**config.mk**
```make
export PLATFORM = sky130hd
export DESIGN_NAME = decode_stage
export DESIGN_NICKNAME = d
export VERILOG_FILES = /design/src/arm_decode_pkg.sv /design/src/decode_alu.sv /design/src/decode_ldst.sv /design/src/decode_mux.sv /design/src/decode_stage.sv /design/src/ldm_sequencer.sv /design/src/reglist_counter.sv
export SDC_FILE = /design/constraint.sdc
export NUM_CORES = 1
export LEC_CHECK = 0
export BUFFER_PORTS_ARGS = -buffer_cell sky130_fd_sc_hd__clkbuf_2
export CAP_MARGIN = 5
export CORE_MARGIN = 10
export CORE_UTILIZATION = 30
export CTS_BUF_LIST = sky130_fd_sc_hd__clkbuf_16
export DETAILED_ROUTE_END_ITERATION = 12
export GPL_TIMING_DRIVEN = 1
export PLACE_DENSITY = 0.6
export SETUP_SLACK_MARGIN = 0.1
export SYNTH_ARGS = -nofsm -noshare
export SYNTH_HDL_FRONTEND = slang
export SYNTH_SLANG_ARGS = --single-unit
```
**constraint.sdc**
```tcl
create_clock -name clk -period 5.65 [get_ports clk]
set_input_delay 0.565 -clock clk [delete_from_list [all_inputs] [get_ports clk]]
set_output_delay 0.565 -clock clk [all_outputs]
set_load 0.05 [all_outputs]
```
**src/arm_decode_pkg.sv**
```systemverilog
`default_nettype none

package arm_decode_pkg;

	typedef logic [3:0] reg_num;

	localparam reg_num r14 = 4'd14; // Link register.
	localparam reg_num r15 = 4'd15;

	// Same order as the opcode field in bits 24:21.
	typedef enum logic [3:0] {
		alu_and, alu_eor, alu_sub, alu_rsb,
		alu_add, alu_adc, alu_sbc, alu_rsc,
		alu_tst, alu_teq, alu_cmp, alu_cmn,
		alu_orr, alu_mov, alu_bic, alu_mvn
	} alu_op;

	typedef enum logic [3:0] {
		grp_branch,
		grp_mul,
		grp_ldst_misc,
		grp_alu,
		grp_ldst_single,
		grp_ldst_mult,
		grp_coproc,
		grp_mrs,
		grp_msr,
		grp_undef
	} insn_group;

	typedef struct packed {
		alu_op  op;
		reg_num rd;
		reg_num rn;
		logic   uses_rn;
	} data_decode;

	typedef struct packed {
		logic [11:0] imm;
		reg_num      r;
		logic [4:0]  shift_imm;
		logic        is_imm;
		logic        shr;
		logic        ror;
		logic        shift_by_reg;
	} snd_decode;

	typedef struct packed {
		logic        load;
		logic        writeback;
		logic        pre_index;
		logic        increment;
		logic [15:0] reg_list;
	} ldst_decode;

	typedef struct packed {
		logic       execute;
		logic       undefined;
		logic       branch;
		logic       ldst;
		logic       mul;
		logic       psr;
		logic       coproc;
		logic       writeback;
		logic       update_flags;
		logic       conditional;
		logic       restore_spsr;
		logic       psr_saved;
		logic       psr_write;
		logic       psr_wr_flags;
		logic       psr_wr_control;
		data_decode data;
		snd_decode  snd;
		ldst_decode ldst_fields;
		reg_num     uop_reg;
		logic [5:0] uop_offset;
	} decode_bundle;

	// Order of the tests matters, later ones rely on earlier exclusions.
	function automatic insn_group group_of(logic [31:0] insn);
		logic [7:0] op;
		logic [3:0] lo;
		op = insn[27:20];
		lo = insn[7:4];
		if (op[7:5] == 3'b101)
			return grp_branch;
		if (op[7:2] == 6'b000000 && lo == 4'b1001)
			return grp_mul;
		if (op[7:5] == 3'b000 && lo[3] && lo[0])
			return (lo[2:1] != 2'b00) ? grp_ldst_misc : grp_undef; // Swap lands here.
		if (op[7:6] == 2'b00 && op[4:3] == 2'b10 && !op[0]) begin
			if (!op[1] && !op[5] && lo == 4'b0000)
				return grp_mrs;
			if (op[1] && (op[5] || lo == 4'b0000))
				return grp_msr;
			return grp_undef;
		end
		if (op[7:6] == 2'b00)
			return grp_alu;
		if (op[7:6] == 2'b01)
			return (op[5] && lo[0]) ? grp_undef : grp_ldst_single;
		if (op[7:5] == 3'b100)
			return grp_ldst_mult;
		if (op[7:6] == 2'b11 && op[5:4] != 2'b11)
			return grp_coproc; // 1111 is SWI.
		return grp_undef;
	endfunction

endpackage

`default_nettype wire

```
**src/decode_alu.sv**
```systemverilog
`timescale 1ns/100ps
`default_nettype none

module decode_alu (
	input  wire logic [31:0]              insn,
	output arm_decode_pkg::data_decode    data,
	output arm_decode_pkg::snd_decode     snd,
	output logic                          snd_undefined, data_writeback, data_conditional,
	output logic                          data_update_flags, data_restore_spsr, data_is_imm,
	output logic                          mul_update_flags,
	output arm_decode_pkg::reg_num        mul_rd, mul_rs, mul_rm,
	output logic                          msr_spsr, msr_is_imm, msr_fields_f, msr_fields_c,
	output logic                          mrs_spsr,
	output arm_decode_pkg::reg_num        mrs_rd,
	output logic                          coproc_load,
	output arm_decode_pkg::reg_num        coproc_rd
);

	arm_decode_pkg::insn_group grp;

	assign grp = arm_decode_pkg::group_of(insn);

	assign data.op = arm_decode_pkg::alu_op'(insn[24:21]);
	assign data.rd = insn[15:12];
	assign data.rn = insn[19:16];
	assign data.uses_rn = !(data.op inside {arm_decode_pkg::alu_mov, arm_decode_pkg::alu_mvn});

	assign data_writeback = data.op[3:2] != 2'b10; // Compares only set flags.
	assign data_update_flags = insn[20];
	assign data_conditional = insn[31:28] != 4'b1110;
	assign data_restore_spsr = insn[20] && data.rd == arm_decode_pkg::r15 && data_writeback;
	assign data_is_imm = insn[25];

	always_comb begin
		snd = '0;
		snd.r = insn[3:0];
		snd.is_imm = insn[25];
		if (insn[25]) begin
			snd.imm = {4'b0000, insn[7:0]};
			snd.shift_imm = {insn[11:8], 1'b0}; // Rotate by twice the field.
			snd.ror = 1'b1;
		end else begin
			{snd.ror, snd.shr} = insn[6:5]; // lsl, lsr, asr, ror.
			snd.shift_by_reg = insn[4];
			if (insn[4])
				snd.imm = {8'h00, insn[11:8]}; // Shift amount register.
			else
				snd.shift_imm = insn[11:7];
		end
	end

	// PC as shift or operand register with a register shift.
	assign snd_undefined = grp == arm_decode_pkg::grp_alu && !insn[25] && insn[4] &&
		(insn[11:8] == arm_decode_pkg::r15 || insn[3:0] == arm_decode_pkg::r15);

	assign mul_update_flags = insn[20];
	assign mul_rd = insn[19:16];
	assign mul_rs = insn[11:8];
	assign mul_rm = insn[3:0];

	assign msr_spsr = insn[22];
	assign msr_is_imm = insn[25];
	assign msr_fields_f = insn[19];
	assign msr_fields_c = insn[16];
	assign mrs_spsr = insn[22];
	assign mrs_rd = insn[15:12];

	assign coproc_load = insn[20];
	assign coproc_rd = insn[15:12];

endmodule

`default_nettype wire

```
**src/decode_ldst.sv**
```systemverilog
`timescale 1ns/100ps
`default_nettype none

module decode_ldst (
	input  wire logic [31:0]           insn,
	output arm_decode_pkg::ldst_decode ldst_single,
	output arm_decode_pkg::ldst_decode ldst_misc,
	output arm_decode_pkg::ldst_decode ldst_multiple,
	output logic                       ldst_single_is_imm,
	output logic                       ldst_misc_off_is_imm,
	output arm_decode_pkg::reg_num     ldst_misc_off_reg,
	output logic [7:0]                 ldst_misc_off_imm,
	output logic                       ldst_mult_restore_spsr,
	output arm_decode_pkg::data_decode data_ldst
);

	arm_decode_pkg::insn_group grp;

	assign grp = arm_decode_pkg::group_of(insn);

	// P, U, W and L sit in the same bits for all three forms.
	always_comb begin
		ldst_single = '0;
		ldst_single.load = insn[20];
		ldst_single.writeback = insn[21];
		ldst_single.increment = insn[23];
		ldst_single.pre_index = insn[24];

		ldst_misc = ldst_single;

		ldst_multiple = ldst_single;
		ldst_multiple.reg_list = insn[15:0];
	end

	assign ldst_single_is_imm = !insn[25]; // I bit is inverted here.

	assign ldst_misc_off_is_imm = insn[22];
	assign ldst_misc_off_reg = insn[3:0];
	assign ldst_misc_off_imm = {insn[11:8], insn[3:0]};

	// S bit with PC in the list on a load.
	assign ldst_mult_restore_spsr = insn[22] && insn[20] && insn[15];

	// Base plus or minus offset.
	always_comb begin
		data_ldst.op = insn[23] ? arm_decode_pkg::alu_add : arm_decode_pkg::alu_sub;
		data_ldst.rn = insn[19:16];
		data_ldst.uses_rn = 1'b1;
		if (grp == arm_decode_pkg::grp_ldst_mult)
			data_ldst.rd = insn[19:16]; // Updated base.
		else
			data_ldst.rd = insn[15:12];
	end

endmodule

`default_nettype wire

```
**src/decode_mux.sv**
```systemverilog
`timescale 1ns/100ps
`default_nettype none

module decode_mux (
	input  wire logic [31:0]              insn,
	input  wire logic                     branch_link,
	input  wire arm_decode_pkg::data_decode data,
	input  wire arm_decode_pkg::snd_decode  snd,
	input  wire logic                     snd_undefined, data_writeback, data_conditional,
	input  wire logic                     data_update_flags, data_restore_spsr, data_is_imm,
	input  wire logic                     mul_update_flags,
	input  wire arm_decode_pkg::reg_num   mul_rd, mul_rs, mul_rm,
	input  wire logic                     msr_spsr, msr_is_imm, msr_fields_f, msr_fields_c,
	input  wire logic                     mrs_spsr,
	input  wire arm_decode_pkg::reg_num   mrs_rd,
	input  wire logic                     coproc_load,
	input  wire arm_decode_pkg::reg_num   coproc_rd,
	input  wire arm_decode_pkg::ldst_decode ldst_single, ldst_misc, ldst_multiple,
	input  wire logic                     ldst_single_is_imm, ldst_misc_off_is_imm,
	input  wire arm_decode_pkg::reg_num   ldst_misc_off_reg,
	input  wire logic [7:0]               ldst_misc_off_imm,
	input  wire logic                     ldst_mult_restore_spsr,
	input  wire arm_decode_pkg::data_decode data_ldst,
	output arm_decode_pkg::decode_bundle  bundle,
	output logic                          is_ldm
);

	arm_decode_pkg::insn_group grp;

	assign grp = arm_decode_pkg::group_of(insn);

	always_comb begin
		bundle = '0;
		bundle.execute = 1'b1;
		bundle.data.uses_rn = 1'b1;
		bundle.snd.is_imm = 1'b1;
		bundle.psr_wr_flags = 1'b1;
		bundle.psr_wr_control = 1'b1;

		case (grp)
			arm_decode_pkg::grp_branch: begin
				bundle.branch = 1'b1;
				bundle.data.uses_rn = branch_link;
				if (branch_link) begin
					bundle.data.op = arm_decode_pkg::alu_sub; // lr = pc - 4.
					bundle.data.rd = arm_decode_pkg::r14;
					bundle.data.rn = arm_decode_pkg::r15;
					bundle.snd.imm = 12'd4;
					bundle.writeback = 1'b1;
				end
			end
			arm_decode_pkg::grp_mul: begin
				bundle.mul = 1'b1;
				bundle.data.rd = mul_rd;
				bundle.data.rn = mul_rs;
				bundle.snd.is_imm = 1'b0;
				bundle.snd.r = mul_rm;
				bundle.writeback = 1'b1;
				bundle.update_flags = mul_update_flags;
			end
			arm_decode_pkg::grp_ldst_misc: begin
				bundle.ldst_fields = ldst_misc;
				bundle.snd.r = ldst_misc_off_reg;
				bundle.snd.imm = {4'b0000, ldst_misc_off_imm};
				bundle.snd.is_imm = ldst_misc_off_is_imm;
			end
			arm_decode_pkg::grp_alu: begin
				bundle.data = data;
				bundle.snd = snd;
				bundle.snd.is_imm = data_is_imm;
				bundle.writeback = data_writeback;
				bundle.update_flags = data_update_flags;
				bundle.restore_spsr = data_restore_spsr;
				bundle.conditional = data_conditional;
				bundle.undefined = snd_undefined;
			end
			arm_decode_pkg::grp_ldst_single: begin
				bundle.ldst_fields = ldst_single;
				bundle.snd.is_imm = ldst_single_is_imm;
				if (ldst_single_is_imm) begin
					bundle.snd.imm = insn[11:0]; // Unrotated 12-bit offset.
				end else begin
					bundle.snd.r = insn[3:0];
					bundle.snd.shift_imm = insn[11:7];
					{bundle.snd.ror, bundle.snd.shr} = insn[6:5];
				end
			end
			arm_decode_pkg::grp_ldst_mult: begin
				bundle.ldst_fields = ldst_multiple;
				bundle.snd.imm = 12'd4;
				bundle.restore_spsr = ldst_mult_restore_spsr;
				bundle.undefined = ldst_multiple.reg_list == '0;
			end
			arm_decode_pkg::grp_coproc: begin
				bundle.coproc = 1'b1;
				bundle.data.op = arm_decode_pkg::alu_mov;
				bundle.data.rd = coproc_rd;
				bundle.data.rn = coproc_rd;
				bundle.data.uses_rn = !coproc_load; // Stores read the register.
				bundle.writeback = coproc_load;
			end
			arm_decode_pkg::grp_mrs: begin
				bundle.data.rd = mrs_rd;
				bundle.data.uses_rn = 1'b0;
				bundle.psr = 1'b1;
				bundle.psr_saved = mrs_spsr;
				bundle.writeback = 1'b1;
				bundle.conditional = 1'b1;
			end
			arm_decode_pkg::grp_msr: begin
				bundle.data.uses_rn = 1'b0;
				bundle.snd = snd;
				bundle.snd.is_imm = msr_is_imm;
				bundle.psr = 1'b1;
				bundle.psr_write = 1'b1;
				bundle.psr_saved = msr_spsr;
				bundle.conditional = 1'b1;
				bundle.psr_wr_flags = msr_fields_f;
				bundle.psr_wr_control = msr_fields_c;
			end
			default:
				bundle.undefined = 1'b1;
		endcase

		// Address goes through the ALU for every load/store form.
		if (grp inside {arm_decode_pkg::grp_ldst_single, arm_decode_pkg::grp_ldst_misc,
				arm_decode_pkg::grp_ldst_mult}) begin
			bundle.ldst = 1'b1;
			bundle.data = data_ldst;
			bundle.writeback = bundle.ldst_fields.writeback || bundle.ldst_fields.load;
		end

		if (bundle.undefined) begin
			bundle.execute = 1'b0;
			bundle.writeback = 1'b0;
		end
	end

	assign is_ldm = grp == arm_decode_pkg::grp_ldst_mult && !bundle.undefined;

endmodule

`default_nettype wire

```
**src/decode_stage.sv**
```systemverilog
`timescale 1ns/100ps
`default_nettype none

module decode_stage (
	input  wire logic                    clk,
	input  wire logic                    arst_n,
	input  wire logic [31:0]             insn,
	input  wire logic                    insn_valid,
	output logic                         stall,
	output logic                         out_valid,
	output arm_decode_pkg::decode_bundle out
);

	arm_decode_pkg::data_decode data, data_ldst;
	arm_decode_pkg::snd_decode snd;
	arm_decode_pkg::ldst_decode ldst_single, ldst_misc, ldst_multiple;
	arm_decode_pkg::reg_num mul_rd, mul_rs, mul_rm, mrs_rd, coproc_rd, ldst_misc_off_reg;
	arm_decode_pkg::reg_num cur_reg;
	arm_decode_pkg::decode_bundle bundle, bundle_q;
	logic snd_undefined, data_writeback, data_conditional, data_update_flags;
	logic data_restore_spsr, data_is_imm, mul_update_flags;
	logic msr_spsr, msr_is_imm, msr_fields_f, msr_fields_c, mrs_spsr, coproc_load;
	logic ldst_single_is_imm, ldst_misc_off_is_imm, ldst_mult_restore_spsr;
	logic [7:0] ldst_misc_off_imm;
	logic [5:0] offset;
	logic branch_link, is_ldm, accept;
	logic load, step, uop_valid, last, valid_q;

	assign accept = insn_valid && !stall;
	assign branch_link = insn[24];

	// Decoder and mux ports share their names with the nets here.
	decode_alu decode_alu_i (.*);
	decode_ldst decode_ldst_i (.*);
	decode_mux decode_mux_i (.*);

	ldm_sequencer ldm_sequencer_i (
		.clk       (clk),
		.arst_n    (arst_n),
		.accept    (accept),
		.is_ldm    (is_ldm),
		.last      (last),
		.load      (load),
		.step      (step),
		.uop_valid (uop_valid),
		.stall     (stall)
	);

	reglist_counter reglist_counter_i (
		.clk      (clk),
		.arst_n   (arst_n),
		.load     (load),
		.step     (step),
		.reg_list (bundle.ldst_fields.reg_list),
		.cur_reg  (cur_reg),
		.offset   (offset),
		.last     (last)
	);

	always_ff @(posedge clk or negedge arst_n) begin
		if (!arst_n)
			valid_q <= 1'b0;
		else
			valid_q <= accept && !is_ldm; // Multiples report through uop_valid.
	end

	// Held through the expansion since stall blocks accept.
	always_ff @(posedge clk) begin
		if (accept)
			bundle_q <= bundle;
	end

	always_comb begin
		out = bundle_q;
		if (uop_valid) begin
			out.uop_reg = cur_reg;
			out.uop_offset = offset;
		end
	end

	assign out_valid = valid_q || uop_valid;

endmodule

`default_nettype wire

```
**src/ldm_sequencer.sv**
```systemverilog
`timescale 1ns/100ps
`default_nettype none

module ldm_sequencer (
	input  wire logic clk,
	input  wire logic arst_n,
	input  wire logic accept,
	input  wire logic is_ldm,
	input  wire logic last,
	output logic      load,
	output logic      step,
	output logic      uop_valid,
	output logic      stall
);

	typedef enum logic [1:0] {
		idle,
		issue,
		done
	} state_t;

	state_t state, state_next;

	// Accept only happens with stall low, so load never cuts an expansion short.
	assign load = accept && is_ldm;
	assign uop_valid = state == issue;
	assign step = uop_valid;
	assign stall = uop_valid && !last; // Fetch may proceed during the last micro-op.

	always_comb begin
		state_next = state;
		case (state)
			idle, done:
				state_next = load ? issue : idle;
			issue: begin
				// Back-to-back multiple reloads straight away.
				if (last)
					state_next = load ? issue : done;
			end
			default:
				state_next = idle;
		endcase
	end

	always_ff @(posedge clk or negedge arst_n) begin
		if (!arst_n)
			state <= idle;
		else
			state <= state_next;
	end

endmodule

`default_nettype wire

```
**src/reglist_counter.sv**
```systemverilog
`timescale 1ns/100ps
`default_nettype none

module reglist_counter (
	input  wire logic              clk,
	input  wire logic              arst_n,
	input  wire logic              load,
	input  wire logic              step,
	input  wire logic [15:0]       reg_list,
	output arm_decode_pkg::reg_num cur_reg,
	output logic [5:0]             offset,
	output logic                   last
);

	logic [15:0] remaining;

	// Lowest set register goes first.
	always_comb begin
		cur_reg = '0;
		for (int i = 15; i >= 0; i--) begin
			if (remaining[i])
				cur_reg = 4'(i);
		end
	end

	assign last = (remaining & (remaining - 16'd1)) == '0; // At most one bit left.

	always_ff @(posedge clk or negedge arst_n) begin
		if (!arst_n) begin
			remaining <= '0;
			offset <= '0;
		end else if (load) begin
			remaining <= reg_list;
			offset <= '0;
		end else if (step) begin
			remaining[cur_reg] <= 1'b0;
			offset <= offset + 6'd4; // One word per register.
		end
	end

endmodule

`default_nettype wire
```
### Word-level counts from Yosys, hierarchy flattened

Cells that the tools add are included.

* $add $sub $neg: 2
* order comparisons: 2
* equal/unequal tests: 25
* mux-type cells: 142
* bitwise logic cells: 4
* reduce and logical (&&, ||, !) cells: 57

Operators with widths (count)
* two-way mux 4 bit: 49
* case mux 12 bit (5 select lines): 1
* two-way mux 1 bit: 59
* case mux 20 bit (2 select lines): 1
* bitwise AND 16 bit: 2
* zero test 16 bit: 2
* two-way mux 16 bit: 2
* equality test 4 bit, second input constant: 7
* case mux 4 bit (3 select lines): 2
* logical AND 1 bit: 23
* two-way mux 10 bit: 2
* equality test 4 x 3 -> 1 bit, second input constant: 4
* inverter 16 bit: 1
* case mux 4 bit (4 select lines): 1
* subtractor 16 x 1 -> 16 bit, second input constant: 1
* OR reduction 2 bit: 7
* two-way mux 13 bit: 1
* two-way mux 12 bit: 1
* two-way mux 6 bit: 2
* case mux 1 bit (4 select lines): 3
* two-way mux 5 bit: 2
* case mux 5 bit (2 select lines): 1
* two-way mux 3 bit: 3
* two-way mux 9 bit: 1
* other kinds (30): 54

* register bits after elaboration: 98
* output and inout port bits: 85

### Depth between registers and ports, before layout

Gate-level depths: netlist of run 1.

* depth after elaboration: 50
* mapped depth: 9
* mapped depth without buffers: 7

### Modules after synthesis

Synthesis of run 1 repeated with hierarchy kept, for this count alone.

* cell total of the unflattened synthesis: 729
* area total of the unflattened synthesis: 7465.9 um^2

By module, submodules not included
* decode_stage: instances 1, cells an instance 171, area each 3243.1 um^2, sequential area each 2517.4 um^2
* decode_mux: instances 1, cells an instance 229, area each 1515.2 um^2, sequential area each 0.0 um^2
* reglist_counter: instances 1, cells an instance 148, area each 1322.5 um^2, sequential area each 500.5 um^2
* decode_ldst: instances 1, cells an instance 91, area each 693.2 um^2, sequential area each 0.0 um^2
* decode_alu: instances 1, cells an instance 80, area each 586.8 um^2, sequential area each 0.0 um^2
* ldm_sequencer: instances 1, cells an instance 10, area each 105.1 um^2, sequential area each 50.0 um^2

### Worst setup path before layout of run 1

OpenSTA, ideal clock, no wires.

* kind: register -> register
* from: register reglist_counter_i.remaining[4]
* to: register bundle_q (netlist bit out[10]), enable pin
* setup time: 439 ps
* arrival: 3326 ps
* required time: 5211 ps
* setup slack: 1885 ps
* stages on the path, launching flop included: 7
* period minus slack after synthesis: 3765 ps
* cell sequence: dfrtp_1 nor4_2 a22oi_1 a2111oi_0 nand4_1 nand2_1 and2_1

* word-level cells in the longest chain between the ends: 7

RTL lines
* start: declaration: RTL line reglist_counter.sv:15 `logic [15:0] remaining;`
* start signal: assignment: RTL line reglist_counter.sv:33 `remaining <= reg_list;`
* subtractor 16 x 1 -> 16 bit: RTL line reglist_counter.sv:26 `assign last = (remaining & (remaining - 16'd1)) == '0;`
* bitwise AND 16 bit *: RTL line reglist_counter.sv:26
* zero test 16 bit *: RTL line reglist_counter.sv:26
* zero test 1 bit *: RTL line ldm_sequencer.sv:28 `assign stall = uop_valid && !last;`
* logical AND 1 bit *: RTL line ldm_sequencer.sv:28
* zero test 1 bit *: RTL line decode_stage.sv:29 `assign accept = insn_valid && !stall;`
* logical AND 1 bit *: RTL line decode_stage.sv:29
* named net accept: RTL line decode_stage.sv:26 `logic branch_link, is_ldm, accept;`
* end signal: assignment: RTL line decode_stage.sv:70 `bundle_q <= bundle;`
* end: declaration: RTL line decode_stage.sv:19 `arm_decode_pkg::decode_bundle bundle, bundle_q;`

The timed path passes the listed nets; every way through them passes the cells marked *.
A chain may end at the register's enable or synchronous reset.

### Worst setup path after layout of run 1

* from: register reglist_counter_i.remaining[1]
* to: register bundle_q (netlist bit out[41]), enable pin

The elaborated chain is that of the path after synthesis.

==> results of run 1 <==
cells by family after synthesis:
group,share of synthesized area
buffers and inverters,0.0343
DFF,0.550
other,0.000745
xor gates and xnor gates,0.00348
AOI/OAI and AO/OA,0.192
adders and majority gates,0.00646
muxes,0.0323
and+or+nand+nor,0.181
state kept, by name, summed over array words and instances, names as in the netlist:
signal / cells
reglist_counter_i.remaining: 16
out: 73
ldm_sequencer_i.state: 2
reglist_counter_i.offset: 4
valid_q: 1
Yosys cell counts (5+ instances only):
cell type	number
buf_2	6
nand4_1	5
a21o_1	10
a21oi_1	15
mux2i_1	14
nand2b_1	9
nor3_1	5
o21ai_1	7
inv_1	12
dfrtp_1	23
a221o_1	7
and2_1	35
edfxtp_1	73
nor4_1	6
nand3_1	7
nor2_1	26
o21ai_0	25
o31ai_1	10
a22o_1	5
nor2b_1	7
nand2_1	22
clkbuf_1	13
and3_1	10
a211oi_1	5
through the flow:
step	util	power (mW)	instances	setup WS, ns	hold slack, ns
4_1_cts	0.369	3.17	772	2.37	0.227
6_report	0.369	3.15	772	2.35	0.212
5_1_grt	0.369	3.33	772	1.97	0.250
3_5_place_dp	0.352	2.57	756	2.29	0.484
2_1_floorplan	-	2.20	440	1.88	0.269
3_3_place_gp	0.352	2.57	756	2.31	0.448
routing by layer:
layer | up-vias | GRT usage
li1 | 1894 | -
met3 | 14 | 0.0411
met5 | - | 0
met2 | 157 | 0.205
met4 | 0 | 0.0422
met1 | 2021 | 0.190
critical path, cell delays in order, from the launching register on:
cell and delay, ns:
dfrtp_1 0.44, nor4_2 0.45, a22oi_1 0.15, a2111oi_0 0.42, nand4_1 0.27, nand2_1 0.18, and2_4 0.62, buf_4 0.37
area by class of cell:
cell class                      instances  area, um^2
Fill cell                            1624       10400
Sequential cell                        96        2770
Multi-Input combinational cell        306        2110
Timing Repair Buffer                  121         616
Tap cell                              220         275
Clock buffer                            9         225
Clock inverter                          7        56.3
Inverter                               13        48.8
where the power goes:
part           total (mW)  switching (mW)  internal (mW)
Combinational        1.44            1.09          0.353
Clock               0.589           0.254          0.335
Sequential           1.12           0.125          0.992
Total                3.15            1.47           1.68
final timing paths:
path	start	to	cells after the start
worst min register to register	ldm_sequencer_i.state[0]$_DFFE_PN0N_	ldm_sequencer_i.state[0]$_DFFE_PN0N_	1
min in group clk	insn_valid	valid_q$_DFF_PN0_	2
worst max-delay path	reglist_counter_i.remaining[1]$_DFFE_PN0P_	out[41]$_DFFE_PP_	7
worst min-delay path	arst_n	ldm_sequencer_i.state[1]$_DFFE_PN0N_	1
max in group asynchronous	arst_n	reglist_counter_i.remaining[6]$_DFFE_PN0P_	1
worst max register to register	reglist_counter_i.remaining[1]$_DFFE_PN0P_	out[41]$_DFFE_PP_	7
==> out/qor.json, run 1 <==
{
  "proportion_of_netlist_area_held_by_the_largest_area_contributor": 0.435,
  "groute.usage.overall": 0.139,
  "worstPathRequired_ns": 5.69,
  "numPortBuffers": 117,
  "worst_skew_ns": 0.0106,
  "highest_layer": "met4",
  "drv_slew": 0,
  "routedLengthMet1_um": 7290,
  "htree_levels": 3,
  "clock_latency_late_sink_ns": 0.35,
  "cts_tree": "done",
  "cts-root-buf": "clkbuf_16",
  "netlist_top_cells_area": "edfxtp_1 (44%), dfrtp_1 (11%), and2_1 (4.3%), mux2i_1 (2.8%), o21ai_0 (2.5%)",
  "coreArea_mm2": 0.0165,
  "synthToLayoutAreaGrowth_pct": 21.0,
  "drv_cap": 0,
  "ios": 120,
  "critPathKind": "flop to flop",
  "num-nets-final": 583,
  "placedInstanceArea_mm2": 0.00581,
  "pin_count_of_the_biggest_net_entering_global_routing": 57,
  "layout.cells.most_common_list": "clkbuf_2 (117), edfxtp_1 (73), and2_1 (34)",
  "postCtsResizedCells": 0,
  "proportion_of_layout_cells_with_a_drive_suffix_above_1": 0.288,
  "final-setup-viol-count": 0,
  "initialDrtViolationCount": 382,
  "max_root_sink_buffers": 2,
  "hold_path.class": "input pin to async pin",
  "wl_um": 15600,
  "post_synth.cell_area_avg_um2": 11.5,
  "detailedPlacementHpwl_um": 11600,
  "rsz_0062_raised_after_global_routing": "no",
  "fmax_mhz": 303,
  "worstMarginPinSlew_ns": 0.909,
  "post_synth_instance_area_mm2": 0.00504,
  "gp_congestion": 0.890,
  "max_slew_margin": 0.393,
  "timing.final.crit_share": 0.583,
  "postSynthRegisterBits": 96,
  "synth_async_sr_flop_share": 0.240,
  "drtPass1Iterations": 5,
  "synth-warning-count": 0,
  "numClockSinks": 96,
  "antenna_diode_count": 0,
  "remaining_drc_errors": 0,
  "cts-buffers-inserted": 9,
  "clkSlewWorstSetupHoldPaths_ns": 0.07,
  "finalWorstPathRequiredPeriod_ns": 3.30,
  "startpoint_type": "flop",
  "fp-row-count": 47,
  "initial_utilization": 0.305,
  "synth_top_area_cell": "edfxtp_1",
  "syn_inst": 439,
  "cts_hold_buf": 0,
  "met2_wirelength_um": 6840,
  "run_status": "finished clean",
  "synth_sequential_area_ratio": 0.550,
  "setup.reg_to_reg.worst_slack_ns": 2.35,
  "vdd.ir_drop.worst_uv": 212,
  "postSynth.topFlopCell": "edfxtp_1",
  "critical_path.max_fanout": 56,
  "dieArea_mm2": 0.0224,
  "power.leakage_nw": 2.53,
  "hold_viol": 0,
  "wl_met3_um": 1190,
  "grt_pass1_vias": 4101,
  "mostFrequentLayoutCell": "clkbuf_2",
  "globalRouteOverflowTotal": 0,
  "die_extent_in_x_um": 150,
  "vias": 4086,
  "cp_data_arrival_time_ns": 3.33,
  "critical_path.endpoint_type": "flop",
  "post_drt_via_cell_ratio": 5.29,
  "wire_length_of_the_first_global_routing_pass_um": 24300,
  "finish.instance_area_mm2": 0.00609,
  "synth_enable_flop_cells": 73,
  "postCtsSetupBuffers": 0,
  "antenna_found_initial": 0,
  "fin_tns_setup_ns": 0,
  "final_antenna_net_count": 0,
  "floorplan.die.height_um": 150,
  "power_density_mw_per_mm2": 516,
  "synth.distinct_cells": 77,
  "avgRoutedWirePerCell_um": 20.1
}
No activity file was read; power rests on OpenSTA's default activity.
==> inputs of run 2 (changes only) <==
- clock period: 5.65 -> 3.39 ns (I/O delays scaled with it)
==> run 2 against run 1 <==
- die area unchanged
- sequential share of layout area down 1.1 points
- clock skew down 0.0014 ns
- sequential cell count unchanged
- power up 69%
- largest cell class unchanged
- setup slack worse by 1.9 ns
- critical path type is now flop to primary output
- sequential power up 66%
==> out/qor.json, run 2 (same netlist as run 1, synthesis figures left out) <==
{
  "mostFrequentLayoutCell": "clkbuf_2",
  "avgRoutedWirePerCell_um": 20.3,
  "critical_path.max_fanout": 7,
  "detailedPlacementHpwl_um": 12100,
  "htree_levels": 3,
  "holdWs_ns": 0.265,
  "coreArea_mm2": 0.0165,
  "gp_congestion": 0.930,
  "pre_cts_ws_ns": 0.528,
  "final.setup.worst_slack_ns": 0.450,
  "largest_register_ff_count": 73,
  "vdd.ir_drop.worst_uv": 322,
  "floorplan.die.height_um": 150,
  "layout.cells.most_common_list": "clkbuf_2 (117), edfxtp_1 (73), and2_1 (34)",
  "post_drt_via_cell_ratio": 5.20,
  "synthToLayoutAreaGrowth_pct": 24.0,
  "antenna_found_initial": 1,
  "power_density_mw_per_mm2": 852,
  "dieArea_mm2": 0.0224,
  "cts-root-buf": "clkbuf_16",
  "die_extent_in_x_um": 150,
  "postCtsResizedCells": 0,
  "pin_count_of_the_biggest_net_entering_global_routing": 36,
  "antenna_diode_count": 0,
  "critical-path-slowest-cell": "nor4_1",
  "clkSlewWorstSetupHoldPaths_ns": 0.07,
  "fin_total_pwr_mw": 5.32,
  "startpoint_type": "flop",
  "run_status": "finished clean",
  "globalRouteOverflowTotal": 0,
  "worst_skew_ns": 0.00914,
  "remaining_drc_errors": 0,
  "cts-buffers-inserted": 9,
  "initial_utilization": 0.305,
  "vias": 4085,
  "grt_pass1_vias": 4252,
  "cts_tree": "done",
  "power.leakage_nw": 2.61,
  "critPathKind": "flop to primary output",
  "critical_path.endpoint_type": "primary output",
  "ios": 120,
  "wl_um": 15900,
  "cp_data_arrival_time_ns": 2.60,
  "n_fill_cell": 1631,
  "fp-row-count": 47,
  "initialDrtViolationCount": 293,
  "proportion_of_layout_cells_with_a_drive_suffix_above_1": 0.313,
  "final_antenna_net_count": 0,
  "final-setup-viol-count": 0,
  "clock_latency_late_sink_ns": 0.36,
  "groute.usage.overall": 0.143,
  "timing.critical_path.cells": "nor4_1 -> nand3_1 -> o21ai_0 -> nand4_1 -> nand2_1 -> inv_1 -> clkbuf_2",
  "drtPass1Iterations": 5,
  "worstMarginPinSlew_ns": 0.717,
  "finalWorstPathRequiredPeriod_ns": 2.94,
  "place_inst": 769,
  "cp_slowest_stage_delay_ns": 0.68,
  "timing.final.crit_share": 0.867,
  "max_slew_margin": 0.518,
  "instances_no_fill": 786,
  "final_util": 0.378,
  "fmax_mhz": 340,
  "finish.instance_area_mm2": 0.00624,
  "placedInstanceArea_mm2": 0.00594,
  "drv_cap": 0,
  "cp_num_buf_inv": 2,
  "numClockSinks": 96,
  "setup.reg_to_reg.worst_slack_ns": 0.57,
  "hold_path.class": "input pin to flop",
  "crit_family": "simple AND/OR/NAND/NOR gates",
  "numPortBuffers": 117,
  "hold_viol": 0,
  "drv_slew": 0,
  "max_root_sink_buffers": 2,
  "fin_tns_setup_ns": 0,
  "num-nets-final": 597,
  "rsz_0062_raised_after_global_routing": "no",
  "worstPathRequired_ns": 3.05,
  "wire_length_of_the_first_global_routing_pass_um": 24700
}
run 2: cell count changes in the layout (fill, tap and decap cells not counted):
cell | before | now
inv_8 | 0 | 3
clkinv_8 | 0 | 1
buf_4 | 4 | 15
buf_12 | 0 | 2
clkinvlp_4 | 1 | 2
inv_6 | 0 | 1
bufinv_16 | 1 | 0
inv_1 | 14 | 12
dlygate4sd3_1 | 0 | 1
clkinv_1 | 3 | 0
run 2: path summary, 6_finish.rpt:
kind / from / cells after the start / end
setup / recovery: reglist_counter_i.remaining[8]$_DFFE_PN0P_ / 7 / stall
hold / removal: insn_valid / 2 / valid_q$_DFF_PN0_
setup reg to reg: reglist_counter_i.remaining[8]$_DFFE_PN0P_ / 7 / out[41]$_DFFE_PP_
hold reg to reg: ldm_sequencer_i.state[1]$_DFFE_PN0N_ / 1 / ldm_sequencer_i.state[0]$_DFFE_PN0N_
max in group asynchronous: arst_n / 2 / reglist_counter_i.remaining[9]$_DFFE_PN0P_
min in group asynchronous: arst_n / 2 / reglist_counter_i.remaining[3]$_DFFE_PN0P_
run 2: repair_timing:
item,in CTS,in global routing
hold buffers,1,0
endpoints found under the hold margin,16,0
buffers inserted,0,0
run 2: per-layer routing:
layer	part of all wire	routed length, um	GRT usage	up-vias
met5	0.00063	10	0	-
met4	0.023	365	0.0589	2
li1	-	-	-	1921
met3	0.079	1260	0.0432	28
met2	0.43	6880	0.206	166
met1	0.47	7410	0.193	1968
run 2: layout make-up:
| class | count | area [um^2] | area share |
|---|---|---|---|
| tap | 220 | 275 | 0.0441 |
| timing repair buffer | 135 | 748 | 0.120 |
| inverter | 13 | 48.8 | 0.00781 |
| sequential | 96 | 2770 | 0.443 |
| clock inverter | 7 | 73.8 | 0.0118 |
| clock buffer | 9 | 225 | 0.0361 |
| multi-input combinational | 306 | 2110 | 0.337 |
run 2: power breakdown:
group | internal (mW) | switching (mW) | leakage (nW)
combinational | 0.632 | 1.81 | 1.44
sequential | 1.65 | 0.212 | 1.03
clock | 0.522 | 0.495 | 0.141
total | 2.80 | 2.52 | 2.61
==> inputs of run 3 (changes only) <==
- CORE_MARGIN: 10 -> not set
- PLACE_DENSITY: 0.6 -> 0.58
- SKIP_CTS_REPAIR_TIMING: not set -> 1
- SYNTH_HIERARCHICAL: not set -> 1
==> run 3 against run 2 <==
- the run now ends with negative hold slack left
- clock power grew 9%
- clock skew rose by 0.0026 ns
- combinational power up 16%
- highest routed layer is now met4
- global-route usage about the same
- final cell count up 30%
- final area is 21% higher
- synthesized area grew 48%
- critical endpoint is now reglist_counter_i/remaining[9]$_DFFE_PN0N_
- power rose by 13%
==> out/qor.json, run 3 <==
{
  "syn_inst": 728,
  "fmax_mhz": 330,
  "hold_path.class": "input pin to async pin",
  "largest_register_ff_count": 73,
  "ios": 120,
  "drtPass1Iterations": 9,
  "cts-root-buf": "clkbuf_16",
  "post_drt_via_cell_ratio": 4.78,
  "power_density_mw_per_mm2": 792,
  "remaining_drc_errors": 0,
  "critical-path-slowest-cell": "dfrtp_1",
  "netSwitchingPower_mw": 2.78,
  "timing.final.crit_share": 0.893,
  "startpoint_type": "flop",
  "wire_length_of_the_first_global_routing_pass_um": 27700,
  "coreArea_mm2": 0.0243,
  "hold_viol": 22,
  "initial_utilization": 0.307,
  "cp_data_arrival_time_ns": 3.31,
  "antenna_found_initial": 0,
  "power_frac_comb": 0.475,
  "post_synth_instance_area_mm2": 0.00746,
  "rsz_0062_raised_after_global_routing": "no",
  "vias": 4889,
  "max_root_sink_buffers": 2,
  "die_extent_in_x_um": 160,
  "cts-buffers-inserted": 9,
  "setup.reg_to_reg.worst_slack_ns": 0.36,
  "fin_total_pwr_mw": 5.99,
  "groute.usage.overall": 0.143,
  "cp_slowest_stage_delay_ns": 0.50,
  "timing.critical_path.cells": "nor4_4 -> nand3b_4 -> a2111oi_1 -> nor2_1 -> a211oi_2 -> nor2b_4 -> nor2b_4 -> nand2_1 -> inv_1 -> nand2b_4 -> nor3_4 -> nor2b_4 -> a21oi_1",
  "dieArea_mm2": 0.0255,
  "clkSlewWorstSetupHoldPaths_ns": 0.08,
  "htree_levels": 3,
  "final_antenna_net_count": 0,
  "num-nets-final": 730,
  "post_synth.cell_area_avg_um2": 10.2,
  "critical_path.max_fanout": 9,
  "cts_tree": "done",
  "antenna_diode_count": 0,
  "gp_congestion": 0.892,
  "final-setup-viol-count": 0,
  "worstPathRequired_ns": 3.67,
  "proportion_of_layout_cells_with_a_drive_suffix_above_1": 0.309,
  "worstMarginPinSlew_ns": 1.18,
  "synth-warning-count": 6,
  "wl_um": 18000,
  "drv_cap": 0,
  "timing.critical_path.mode_cell": "nor2b_4",
  "detailedPlacementHpwl_um": 13000,
  "holdWs_ns": -0.0129,
  "pin_count_of_the_biggest_net_entering_global_routing": 63,
  "power.leakage_nw": 3.28,
  "initialDrtViolationCount": 534,
  "max_slew_margin": 0.206,
  "finalWorstPathRequiredPeriod_ns": 3.03,
  "power.share.clock": 0.186,
  "pre_cts_ws_ns": 0.139,
  "sequentialPowerShare": 0.339,
  "switching_share": 0.464,
  "synthToLayoutAreaGrowth_pct": 1.29,
  "finish.instance_area_mm2": 0.00755,
  "mostFrequentLayoutCell": "clkbuf_2",
  "numClockSinks": 106,
  "grt_pass1_vias": 4598,
  "clock_latency_late_sink_ns": 0.36,
  "vdd.ir_drop.worst_uv": 310,
  "floorplan.die.height_um": 160,
  "layout.cells.most_common_list": "clkbuf_2 (119), edfxtp_1 (83), conb_1 (51)",
  "critical_path.endpoint_type": "flop",
  "run_status": "finished with violations",
  "cellInternalPower_mw": 3.21,
  "drv_slew": 0,
  "fp-row-count": 57,
  "final_util": 0.311,
  "avgRoutedWirePerCell_um": 17.6,
  "critPathKind": "flop to flop",
  "numPortBuffers": 119,
  "final.setup.worst_slack_ns": 0.363,
  "failing_checks": "negative hold slack",
  "worst_skew_ns": 0.0118,
  "placedInstanceArea_mm2": 0.00722,
  "globalRouteOverflowTotal": 0
}
## run 3: metrics by stage
stage | std cells | TNS, ns
after floorplan | 774 | -28.43
after global placement | 1006 | 0
after detailed placement | 1006 | 0
after CTS | 1022 | 0
after global routing | 1023 | 0
final | 1023 | 0
## run 3: path summary, 6_finish.rpt
check | start | to | cells past startpoint
worst max-delay path | reglist_counter_i/remaining[2]$_DFFE_PN0N_ | reglist_counter_i/remaining[9]$_DFFE_PN0N_ | 13
worst min-delay path | arst_n | reglist_counter_i/remaining[0]$_DFFE_PN0N_ | 1
worst max register to register | reglist_counter_i/remaining[2]$_DFFE_PN0N_ | reglist_counter_i/remaining[9]$_DFFE_PN0N_ | 13
worst min register to register | ldm_sequencer_i/state[0]$_DFFE_PN0N_ | ldm_sequencer_i/state[0]$_DFFE_PN0N_ | 1
max in group asynchronous | arst_n | reglist_counter_i/remaining[5]$_DFFE_PN0N_ | 1
min in group clk | insn_valid | valid_q$_DFF_PN0_ | 2
## run 3: final cells by class
cell class	count	area, um^2
Fill cell	2468	16800
Sequential cell	106	3070
Multi-Input combinational cell	384	2730
Timing Repair Buffer	156	898
Tap cell	324	405
Clock buffer	9	225
Inverter	37	141
Clock inverter	7	90.1
## run 3: power groups by stage
stage          Clock [mW]  Sequential, mW  Combinational, mW
4_1_cts              1.15            2.03               2.81
6_report             1.11            2.03               2.84
5_1_grt              1.18            2.07               3.04
3_3_place_gp            0            2.05               2.81
3_5_place_dp            0            2.05               2.80
2_1_floorplan           0            1.96               2.54
## run 3: worst max-delay path: cells and delay by family, from the launching register on
kind                   cells  cell delay [ns]
buffers and inverters      1             0.12
AOI/OAI and AO/OA          3             0.84
DFF                        1             0.50
and+or+nand+nor            9             1.48
## run 3: layer usage
metal  global-route usage  wire length (um)
met5                    0                 0
met4               0.0568               461
met2                0.223              8260
met3               0.0371              1280
met1                0.188              8010
